===== src/hdl/pcie_tlp_pkg.sv =====
// PCIe user interface types
// Request encodings and the packed structs carried on the CQ, CC, RQ and RC channels

package pcie_tlp_pkg;

    // Request type as seen on CQ and driven on RQ
    typedef enum logic [3:0] {
        REQ_READ  = 4'd0,
        REQ_WRITE = 4'd1
    } tlp_req_e;

    typedef logic [255:0] beat_t;       // One 256-bit data beat

    // Completer request, one MMIO access from the host
    typedef struct packed {
        tlp_req_e    req_type;
        logic [15:0] reg_addr;           // BAR0 offset
        logic [63:0] payload;
        logic [15:0] requester_id;
        logic [7:0]  tag;
        logic [2:0]  tc;
        logic [6:0]  lower_addr;
        logic [10:0] dw_count;
    } mmio_req_t;

    // Completion header returned with read data
    typedef struct packed {
        logic [15:0] requester_id;
        logic [7:0]  tag;
        logic [2:0]  tc;
        logic [6:0]  lower_addr;
        logic [10:0] dword_count;
        logic [2:0]  status;
    } cpl_hdr_t;

    // Outbound requester beat
    typedef struct packed {
        tlp_req_e    req_type;
        logic        sop;
        logic        last;
        logic [63:0] addr;
        logic [10:0] dw_count;           // Whole burst, header not counted
        logic [7:0]  tag;
        logic [2:0]  tc;
        beat_t       payload;
    } rq_req_t;

    // Inbound completion beat, already realigned
    typedef struct packed {
        beat_t payload;
        logic  last;
    } rc_beat_t;

    localparam logic [2:0] CPL_STATUS_SC = 3'd0;   // Successful completion

endpackage


===== src/hdl/user_regs_pkg.sv =====
// BAR0 register map
// Addresses, round-trip modes, transfer sizes and status codes

package user_regs_pkg;

    // ==================================================
    // Register addresses
    localparam logic [15:0] REG_SCRATCH     = 16'h00;
    localparam logic [15:0] REG_ID          = 16'h04;
    localparam logic [15:0] REG_INT_CTRL    = 16'h08;
    localparam logic [15:0] REG_STATUS      = 16'h0C;
    localparam logic [15:0] REG_DMA_ADDR    = 16'h10;   // 64-bit target address
    localparam logic [15:0] REG_DMA_CTRL    = 16'h18;
    localparam logic [15:0] REG_DMA_STATUS  = 16'h1C;
    localparam logic [15:0] REG_RT_SRC_ADDR = 16'h20;
    localparam logic [15:0] REG_RT_DST_ADDR = 16'h28;
    localparam logic [15:0] REG_RT_CTRL     = 16'h30;
    localparam logic [15:0] REG_RT_STATUS   = 16'h34;   // Read only

    // ==================================================
    // Round-trip control
    typedef enum logic [1:0] {
        RT_MODE_OFF   = 2'd0,
        RT_MODE_SMALL = 2'd1,
        RT_MODE_LARGE = 2'd2
    } rt_mode_e;

    localparam logic [10:0] RT_SMALL_DWS   = 11'd4;    // One beat
    localparam logic [10:0] RT_LARGE_DWS   = 11'd12;   // Two beats
    localparam logic [63:0] RT_STATUS_DONE = 64'd2;

endpackage


===== src/hdl/mmio_reg_file.sv =====
// BAR0 register file
// Decodes host writes by address and serves reads through a combinational mux

`timescale 1ns/1ps

module mmio_reg_file (
    input  logic                     user_clk,
    input  logic                     user_reset_p,
    input  logic                     cq_valid,
    input  pcie_tlp_pkg::mmio_req_t  cq_req,
    input  logic [15:0]              rd_addr,
    input  logic                     rt_done,
    output logic [63:0]              rd_data,
    output logic [63:0]              rt_src_addr,
    output logic [63:0]              rt_dst_addr,
    output logic [63:0]              rt_ctrl
);
    import pcie_tlp_pkg::*;
    import user_regs_pkg::*;

    logic [63:0] scratch;
    logic [63:0] id_reg;
    logic [63:0] int_ctrl;
    logic [63:0] status;
    logic [63:0] dma_addr;
    logic [63:0] dma_ctrl;
    logic [63:0] dma_status;
    logic        wr_req;

    assign wr_req = cq_valid && (cq_req.req_type == REQ_WRITE);

    // ==================================================
    // Write decode
    always_ff @(posedge user_clk or posedge user_reset_p) begin
        if (user_reset_p) begin
            scratch     <= '0;
            id_reg      <= '0;
            int_ctrl    <= '0;
            status      <= '0;
            dma_addr    <= '0;
            dma_ctrl    <= '0;
            dma_status  <= '0;
            rt_src_addr <= '0;
            rt_dst_addr <= '0;
            rt_ctrl     <= '0;
        end else if (wr_req) begin
            case (cq_req.reg_addr)
                REG_SCRATCH:     scratch     <= cq_req.payload;
                REG_ID:          id_reg      <= cq_req.payload;
                REG_INT_CTRL:    int_ctrl    <= cq_req.payload;
                REG_STATUS:      status      <= cq_req.payload;
                REG_DMA_ADDR:    dma_addr    <= cq_req.payload;
                REG_DMA_CTRL:    dma_ctrl    <= cq_req.payload;
                REG_DMA_STATUS:  dma_status  <= cq_req.payload;
                REG_RT_SRC_ADDR: rt_src_addr <= cq_req.payload;
                REG_RT_DST_ADDR: rt_dst_addr <= cq_req.payload;
                REG_RT_CTRL:     rt_ctrl     <= cq_req.payload;
                default: ;                  // RT status and holes drop the write
            endcase
        end
    end

    // ==================================================
    // Read mux
    always_comb begin
        case (rd_addr)
            REG_SCRATCH:     rd_data = scratch;
            REG_ID:          rd_data = id_reg;
            REG_INT_CTRL:    rd_data = int_ctrl;
            REG_STATUS:      rd_data = status;
            REG_DMA_ADDR:    rd_data = dma_addr;
            REG_DMA_CTRL:    rd_data = dma_ctrl;
            REG_DMA_STATUS:  rd_data = dma_status;
            REG_RT_SRC_ADDR: rd_data = rt_src_addr;
            REG_RT_DST_ADDR: rd_data = rt_dst_addr;
            REG_RT_CTRL:     rd_data = rt_ctrl;
            REG_RT_STATUS:   rd_data = rt_done ? RT_STATUS_DONE : '0;
            default:         rd_data = '0;      // Unmapped
        endcase
    end

endmodule


===== src/hdl/cpl_responder.sv =====
// Completion responder
// Holds one MMIO read and returns it as a single-beat completion once the host is ready

`timescale 1ns/1ps

module cpl_responder (
    input  logic                     user_clk,
    input  logic                     user_reset_p,
    input  logic                     cq_valid,
    input  pcie_tlp_pkg::mmio_req_t  cq_req,
    input  logic                     cc_ready,
    input  logic [63:0]              rd_data,
    output logic [15:0]              rd_addr,
    output logic                     cc_valid,
    output pcie_tlp_pkg::cpl_hdr_t   cc_hdr,
    output logic [63:0]              cc_data
);
    import pcie_tlp_pkg::*;

    typedef enum logic {
        ST_IDLE,
        ST_PENDING
    } cc_state_e;

    cc_state_e state;
    cpl_hdr_t  pend_hdr;
    logic      rd_req;
    logic      take_req;
    logic      send_cpl;

    assign rd_req   = cq_valid && (cq_req.req_type == REQ_READ);
    assign take_req = (state == ST_IDLE) && rd_req;
    assign send_cpl = (state == ST_PENDING) && cc_ready;

    always_ff @(posedge user_clk or posedge user_reset_p) begin
        if (user_reset_p) begin
            state    <= ST_IDLE;
            cc_valid <= 1'b0;
        end else begin
            cc_valid <= send_cpl;           // One-cycle strobe
            if (take_req)
                state <= ST_PENDING;
            else if (send_cpl)
                state <= ST_IDLE;
        end
    end

    // Captured request and outgoing completion
    always_ff @(posedge user_clk) begin
        if (take_req) begin
            rd_addr               <= cq_req.reg_addr;
            pend_hdr.requester_id <= cq_req.requester_id;
            pend_hdr.tag          <= cq_req.tag;
            pend_hdr.tc           <= cq_req.tc;
            pend_hdr.lower_addr   <= cq_req.lower_addr;
            pend_hdr.dword_count  <= cq_req.dw_count;
            pend_hdr.status       <= CPL_STATUS_SC;
        end
        if (send_cpl) begin
            cc_hdr  <= pend_hdr;
            cc_data <= rd_data;             // Register value at send time
        end
    end

endmodule


===== src/hdl/rc_capture_buffer.sv =====
// Completion capture buffer
// Stores up to two completion beats for an armed round trip and flags the last one

`timescale 1ns/1ps

module rc_capture_buffer (
    input  logic                     user_clk,
    input  logic                     user_reset_p,
    input  logic                     rc_arm,
    input  logic                     rc_valid,
    input  pcie_tlp_pkg::rc_beat_t   rc,
    output pcie_tlp_pkg::beat_t      beat0,
    output pcie_tlp_pkg::beat_t      beat1,
    output logic                     rc_done
);

    logic slot;         // Next slot to fill
    logic capture;

    // Beats outside an armed trip, or after the last one, fall on the floor
    assign capture = rc_arm && rc_valid && !rc_done;

    always_ff @(posedge user_clk or posedge user_reset_p) begin
        if (user_reset_p) begin
            slot    <= 1'b0;
            rc_done <= 1'b0;
        end else if (!rc_arm) begin
            slot    <= 1'b0;
            rc_done <= 1'b0;
        end else if (capture) begin
            if (rc.last)
                rc_done <= 1'b1;
            else
                slot <= 1'b1;
        end
    end

    // ==================================================
    // Beat storage
    always_ff @(posedge user_clk) begin
        if (capture) begin
            if (!slot)
                beat0 <= rc.payload;
            else
                beat1 <= rc.payload;
        end
    end

endmodule


===== src/hdl/round_trip_engine.sv =====
// Round-trip DMA engine
// Reads 4 or 12 DWs from the source address and writes the same data
// back to the destination address, then reports done

`timescale 1ns/1ps

module round_trip_engine #(
    parameter logic [7:0] rq_read_tag  = 8'd1,
    parameter logic [7:0] rq_write_tag = 8'd2
) (
    input  logic                     user_clk,
    input  logic                     user_reset_p,
    input  logic [63:0]              rt_src_addr,
    input  logic [63:0]              rt_dst_addr,
    input  logic [63:0]              rt_ctrl,
    input  logic                     rc_done,
    input  pcie_tlp_pkg::beat_t      beat0,
    input  pcie_tlp_pkg::beat_t      beat1,
    input  logic                     rq_ready,
    output logic                     rc_arm,
    output logic                     rt_done,
    output logic                     rq_valid,
    output pcie_tlp_pkg::rq_req_t    rq
);
    import pcie_tlp_pkg::*;
    import user_regs_pkg::*;

    typedef enum logic [2:0] {
        ST_IDLE,
        ST_SEND_READ,
        ST_WAIT_DATA,
        ST_SEND_WRITE,
        ST_DONE
    } rt_state_e;

    rt_state_e state;
    rt_mode_e  mode;            // Latched at trip start
    rt_mode_e  start_mode;
    logic      start_req;
    logic      rq_accept;
    logic      load_read;
    logic      load_wr0;
    logic      load_wr1;

    function automatic logic [10:0] dws_for(input rt_mode_e m);
        return (m == RT_MODE_LARGE) ? RT_LARGE_DWS : RT_SMALL_DWS;
    endfunction

    assign start_mode = rt_mode_e'(rt_ctrl[1:0]);
    assign start_req  = (rt_ctrl == 64'(RT_MODE_SMALL)) || (rt_ctrl == 64'(RT_MODE_LARGE));
    assign rq_accept  = rq_valid && rq_ready;

    assign load_read = (state == ST_IDLE) && start_req;
    assign load_wr0  = (state == ST_WAIT_DATA) && rc_done;
    assign load_wr1  = (state == ST_SEND_WRITE) && rq_accept && !rq.last;

    // ==================================================
    // Trip FSM
    always_ff @(posedge user_clk or posedge user_reset_p) begin
        if (user_reset_p) begin
            state    <= ST_IDLE;
            mode     <= RT_MODE_OFF;
            rq_valid <= 1'b0;
            rc_arm   <= 1'b0;
            rt_done  <= 1'b0;
        end else begin
            case (state)
                ST_IDLE: begin
                    if (start_req) begin
                        mode     <= start_mode;
                        rc_arm   <= 1'b1;       // Open the buffer before the read goes out
                        rq_valid <= 1'b1;
                        state    <= ST_SEND_READ;
                    end
                end
                ST_SEND_READ: begin
                    if (rq_accept) begin
                        rq_valid <= 1'b0;
                        state    <= ST_WAIT_DATA;
                    end
                end
                ST_WAIT_DATA: begin
                    if (rc_done) begin
                        rq_valid <= 1'b1;
                        state    <= ST_SEND_WRITE;
                    end
                end
                ST_SEND_WRITE: begin
                    if (rq_accept && rq.last) begin
                        rq_valid <= 1'b0;
                        rt_done  <= 1'b1;
                        state    <= ST_DONE;
                    end
                end
                ST_DONE: begin
                    if (rt_ctrl == 64'(RT_MODE_OFF)) begin   // Host acknowledges
                        rt_done <= 1'b0;
                        rc_arm  <= 1'b0;
                        state   <= ST_IDLE;
                    end
                end
                default: state <= ST_IDLE;
            endcase
        end
    end

    // Request beat, held steady under back-pressure
    always_ff @(posedge user_clk) begin
        if (load_read) begin
            rq.req_type <= REQ_READ;
            rq.sop      <= 1'b1;
            rq.last     <= 1'b1;
            rq.addr     <= rt_src_addr;
            rq.dw_count <= dws_for(start_mode);
            rq.tag      <= rq_read_tag;
            rq.tc       <= 3'd0;
            rq.payload  <= '0;
        end else if (load_wr0) begin
            rq.req_type <= REQ_WRITE;
            rq.sop      <= 1'b1;
            rq.last     <= (mode == RT_MODE_SMALL);   // Small trip fits one beat
            rq.addr     <= rt_dst_addr;
            rq.dw_count <= dws_for(mode);
            rq.tag      <= rq_write_tag;
            rq.tc       <= 3'd0;
            rq.payload  <= beat0;
        end else if (load_wr1) begin
            rq.sop     <= 1'b0;                       // Second beat of a large trip
            rq.last    <= 1'b1;
            rq.payload <= beat1;
        end
    end

endmodule


===== src/hdl/user_logic.sv =====
// PCIe endpoint user logic
// Register file, completion responder, round-trip engine and
// completion capture buffer around the four user channels

`timescale 1ns/1ps

module user_logic (
    input  logic                     user_clk,
    input  logic                     user_reset_p,
    // Host MMIO requests
    input  logic                     cq_valid,
    input  pcie_tlp_pkg::mmio_req_t  cq_req,
    // Read completions to the host
    input  logic                     cc_ready,
    output logic                     cc_valid,
    output pcie_tlp_pkg::cpl_hdr_t   cc_hdr,
    output logic [63:0]              cc_data,
    // DMA requests to the host
    input  logic                     rq_ready,
    output logic                     rq_valid,
    output pcie_tlp_pkg::rq_req_t    rq,
    // DMA read completions from the host
    input  logic                     rc_valid,
    input  pcie_tlp_pkg::rc_beat_t   rc
);
    import pcie_tlp_pkg::*;

    logic [15:0] rd_addr;
    logic [63:0] rd_data;
    logic [63:0] rt_src_addr;
    logic [63:0] rt_dst_addr;
    logic [63:0] rt_ctrl;
    logic        rt_done;
    logic        rc_arm;
    logic        rc_done;
    beat_t       beat0;
    beat_t       beat1;

    // ==================================================
    // MMIO side
    mmio_reg_file mmio_reg_file_inst (
        .user_clk     (user_clk),
        .user_reset_p (user_reset_p),
        .cq_valid     (cq_valid),
        .cq_req       (cq_req),
        .rd_addr      (rd_addr),
        .rt_done      (rt_done),
        .rd_data      (rd_data),
        .rt_src_addr  (rt_src_addr),
        .rt_dst_addr  (rt_dst_addr),
        .rt_ctrl      (rt_ctrl)
    );

    cpl_responder cpl_responder_inst (
        .user_clk     (user_clk),
        .user_reset_p (user_reset_p),
        .cq_valid     (cq_valid),
        .cq_req       (cq_req),
        .cc_ready     (cc_ready),
        .rd_data      (rd_data),
        .rd_addr      (rd_addr),
        .cc_valid     (cc_valid),
        .cc_hdr       (cc_hdr),
        .cc_data      (cc_data)
    );

    // ==================================================
    // DMA side
    round_trip_engine #(
        .rq_read_tag  (8'd1),
        .rq_write_tag (8'd2)
    ) round_trip_engine_inst (
        .user_clk     (user_clk),
        .user_reset_p (user_reset_p),
        .rt_src_addr  (rt_src_addr),
        .rt_dst_addr  (rt_dst_addr),
        .rt_ctrl      (rt_ctrl),
        .rc_done      (rc_done),
        .beat0        (beat0),
        .beat1        (beat1),
        .rq_ready     (rq_ready),
        .rc_arm       (rc_arm),
        .rt_done      (rt_done),
        .rq_valid     (rq_valid),
        .rq           (rq)
    );

    rc_capture_buffer rc_capture_buffer_inst (
        .user_clk     (user_clk),
        .user_reset_p (user_reset_p),
        .rc_arm       (rc_arm),
        .rc_valid     (rc_valid),
        .rc           (rc),
        .beat0        (beat0),
        .beat1        (beat1),
        .rc_done      (rc_done)
    );

endmodule


===== config.mk =====
export PLATFORM = sky130hd
export DESIGN_NAME = user_logic
export DESIGN_NICKNAME = d
export VERILOG_FILES = /design/src/hdl/pcie_tlp_pkg.sv /design/src/hdl/user_regs_pkg.sv /design/src/hdl/mmio_reg_file.sv /design/src/hdl/cpl_responder.sv /design/src/hdl/rc_capture_buffer.sv /design/src/hdl/round_trip_engine.sv /design/src/hdl/user_logic.sv
export SDC_FILE = /design/constraint.sdc
export NUM_CORES = 2
export LEC_CHECK = 0
export BUFFER_PORTS_ARGS = -buffer_cell sky130_fd_sc_hd__buf_2
export CORE_MARGIN = 5
export CORE_UTILIZATION = 59
export DETAILED_ROUTE_END_ITERATION = 8
export PLACE_DENSITY = 0.81
export REMOVE_ABC_BUFFERS = 1
export SYNTH_ARGS = -nofsm -noshare
export SYNTH_HDL_FRONTEND = slang
export SYNTH_SLANG_ARGS = --single-unit

===== constraint.sdc =====
create_clock -name user_clk -period 53.7 [get_ports user_clk]
set_input_delay 5.37 -clock user_clk [delete_from_list [all_inputs] [get_ports user_clk]]
set_output_delay 5.37 -clock user_clk [all_outputs]
set_load 0.1 [all_outputs]

==> run summary <==
The highest net fanout along the worst path is 106. Area of the die: 113700 um^2. The first global-routing pass estimated 257000 um of wire. The share of the clock period used by the worst path after layout came out at 0.1690. Walking the worst path, the cells encountered are buf_2, nand3_1, nor3b_1, a21o_4, buf_4, buf_4, buf_4, nor2_1, a311oi_1. For the count of maximum capacitance violations, the log shows 0. Setup repair after global routing left no endpoint under its margin.

The logs give 0.5916 for the starting density of the core and 110.2 MHz for the upper clock frequency limit. Summed over all cells, the static leakage comes to 31.25 nW. The run gives 4439 as the post-synthesis cell count. The critical path endpoint category is a flop. The number of antenna violations at the first check in global routing was 78; the count of warnings emitted by yosys was 0. For the pin with the worst max-slew slack, the measured transition is 1167 ps. Setup violations remaining at the end of the flow were counted as 0.

From bottom edge to top edge, the die measures 337.2 um. The clock skew came out at 36.12 ps. For this run, the detailed router's first-pass iteration total came to 8. Dividing the detail-routed wire length by the instance count gives 25.86 um.

The later pin in the worst-skew pair is clocked with a latency of 770 ps. The worst-case headroom to the max-slew limit is 0.2219, and the power per unit of standard cell area is 34.38 nW/um^2. The synthesized design contains 1659 register bits. In the synthesized netlist the dominant register cell turns out to be edfxtp_1.

At the end of routability-driven placement, the weighted congestion stood at 0.8287. Entering global routing, the biggest net connects 191 pins. After routing, the total negative slack on setup checks comes to 0 ps. The clock transition time at the flip-flop clock pins of the worst setup and hold paths came out at 70 ps. The arrival time reported for the critical path endpoint was 9720 ps; the area of the mapped netlist was 63160 um^2.

In this run the register-to-register setup slack is 47810 ps. After global routing the overflow that remains totals 0. Detailed-route via count: 41890.

The share of post-route cells with drive strength above 1 was 0.3425; the starting DRC count in detailed routing was 4065. The tools report the total clock buffers created by CTS as 163. The fraction of registers with async set/reset is 0.3930. Portion of total power attributed to the clock network: 0.457. The most frequent standard cell in the layout excluding fill and tap cells was buf_2. The tools report the number of top-level pins as 854. The synthesized design contains 747 enable-type register cells. Setup slack closes at 44630 ps.

The tree is rooted in a clkbuf_16. Using the TritonRoute via totals, the vias-per-cell ratio works out to 6.242. In the final design database the tool counted 5513 nets. The region available for standard cell placement spans 106800 um^2. For this run, the slowest stage of the critical path takes 930 ps. Post-CTS timing repair inserted 0 buffers for setup. For the finished layout, the period the worst path requires is 9073 ps.

The number of gates resized after CTS was 0. Proportion of power drawn by combinational gates: 0.020. The number of buffers added on ports works out to 828.

The run gives 522.8 uW as the switching power of the nets. The flow ran to the end, and the final reports show no timing, DRC or antenna violations. For the hold violation count in the final report, the log shows 0. The worst hold path belongs to the class flop to flop. Internal power component: 2.012 mW. The tools report the total half-perimeter wirelength after legalization and detailed placement as 103700 um. The aggregate routed wire length was 173600 um.

The largest registers in the layout are round_trip_engine_inst.rq x325, rc_capture_buffer_inst.beat0 x256, rc_capture_buffer_inst.beat1 x256. TritonCTS built the clock tree. The area overhead of the layout relative to synthesis was 16.73%. The start-to-end type of the worst setup path is input port to flop. For this run, design rule violations remaining after detail routing come to 0. On the final layout, the worst hold slack is 415.7 ps.

The number of levels the H-tree was split into came out at 4. The worst-case IR drop observed on VDD is 0.03227 mV. Share of the yosys chip area belonging to registers: 0.6959. The die is 337.2 um wide. Maximum buffer depth of the clock tree: 3. The register with the most flip-flops in the layout has 325 of them.

Averaged over all synthesized cells, the footprint is 14.23 um^2. The cell with the largest stage delay on the worst path was buf_4. The worst setup path is launched from an input port. The logs give 0 for the number of nets still failing antenna checks after routing and 57 for the count of distinct cell types in the synthesized netlist. Proportion of total power due to net switching: 0.2063. The pre-CTS setup slack is 43950 ps, and the number of buffers added to fix hold violations after cts is 0.

Site row count: 120. round_trip_engine_inst.rq holds more flip-flops than any other register. In the layout the commonest cells are buf_2 (828), edfxtp_1 (747), dfrtp_1 (652). Required time at the worst-slack endpoint: 54350 ps.

The logs give 42850 for the number of global-route vias before repair and 0.2966 for the total routing resource utilization after global routing. The post-layout utilization of the core came out at 0.6906. The clock net in this run drives a total of 1659 sinks. The final count of pins violating max slew was 0. The most numerous cell on the critical path is buf_4. For the sequential fraction of design power, the log shows 0.523.
## critical path, delay by kind of cell
family	cells	cell delay (ps)
buffers and inverters	4	2670
and+or+nand+nor	3	840
AOI/OAI and AO/OA	2	650
## power groups by stage
| stage | logic [mW] | registers [mW] | clock network [mW] |
|---|---|---|---|
| 6_report | 0.0515 | 1.33 | 1.16 |
| 5_1_grt | 0.0557 | 1.32 | 1.23 |
| 4_1_cts | 0.0515 | 1.33 | 1.17 |
| 3_5_place_dp | 0.0511 | 1.35 | 0 |
| 3_3_place_gp | 0.0494 | 1.35 | 0 |
| 2_1_floorplan | 0.0169 | 1.36 | 0 |
## cells in the mapped netlist (all sizes together), types with 6 or more instances
| master | count | area share |
|---|---|---|
| edfxtp | 747 | 0.36 |
| dfrtp | 652 | 0.26 |
| mux2 | 642 | 0.11 |
| nand2 | 592 | 0.035 |
| nor2 | 334 | 0.020 |
| dfxtp | 260 | 0.082 |
| a311oi | 256 | 0.036 |
| clkbuf | 225 | 0.013 |
| buf | 172 | 0.014 |
| a22oi | 127 | 0.015 |
| mux2i | 65 | 0.010 |
| a22o | 64 | 0.0089 |
| a221oi | 63 | 0.0087 |
| a222oi | 62 | 0.0098 |
| o22ai | 62 | 0.0061 |
| nor4 | 22 | 0.0022 |
| nand4 | 9 | 0.00089 |
| nor2b | 8 | 0.00079 |
| nor3 | 8 | 0.0012 |
| a21oi | 7 | 0.00055 |
| nand3 | 7 | 0.00055 |
| inv | 6 | 0.00036 |
## area by class of cell
cell class / instances / area [um^2]
Fill cell: 6926 / 33030
Multi-Input combinational cell: 2400 / 17680
Sequential cell: 1659 / 43950
Clock inverter: 62 / 619.3
Clock buffer: 244 / 4913
Inverter: 6 / 30.03
Timing Repair Buffer: 891 / 4654
Antenna cell: 47 / 117.6
Tap cell: 1403 / 1755
## layer usage
metal,vias up,routed length (um),global-route usage
li1,17980,-,-
met1,21040,61460,0.3571
met2,2206,84620,0.4893
met3,615,16250,0.08048
met4,60,10850,0.1641
met5,-,384,0
## stage by stage
| stage | std cells | power [mW] | instance area, um^2 |
|---|---|---|---|
| after floorplan | 4065 | 1.375 | 61510 |
| after global placement | 6359 | 1.401 | 68070 |
| after detailed placement | 6359 | 1.402 | 68070 |
| after CTS | 6665 | 2.545 | 73610 |
| after global routing | 6687 | 2.608 | 73660 |
| final | 6712 | 2.535 | 73720 |
## worst paths after layout
path	start	to	cells past startpoint
worst min-delay path	cpl_responder_inst.pend_hdr[3]	cpl_responder_inst.cc_hdr[3]	0
max in group asynchronous	user_reset_p	mmio_reg_file_inst.scratch[60]	4
worst max register to register	mmio_reg_file_inst.rt_ctrl[50]	round_trip_engine_inst.rq[143]	9
min in group asynchronous	user_reset_p	mmio_reg_file_inst.rt_src_addr[29]	2
worst min register to register	cpl_responder_inst.pend_hdr[3]	cpl_responder_inst.cc_hdr[3]	0
worst max-delay path	rq_ready	round_trip_engine_inst.rq[41]	9
## cells by family after synthesis
kind of cell	after synthesis	share of synthesized area
flops	1659	0.6959
buf+inv	403	0.02785
mux	707	0.1248
simple gates	1006	0.06409
compound gates	661	0.08711
other cells	2	0.0001189
xor+xnor	1	0.0001387
No activity file was read; power rests on OpenSTA's default activity.
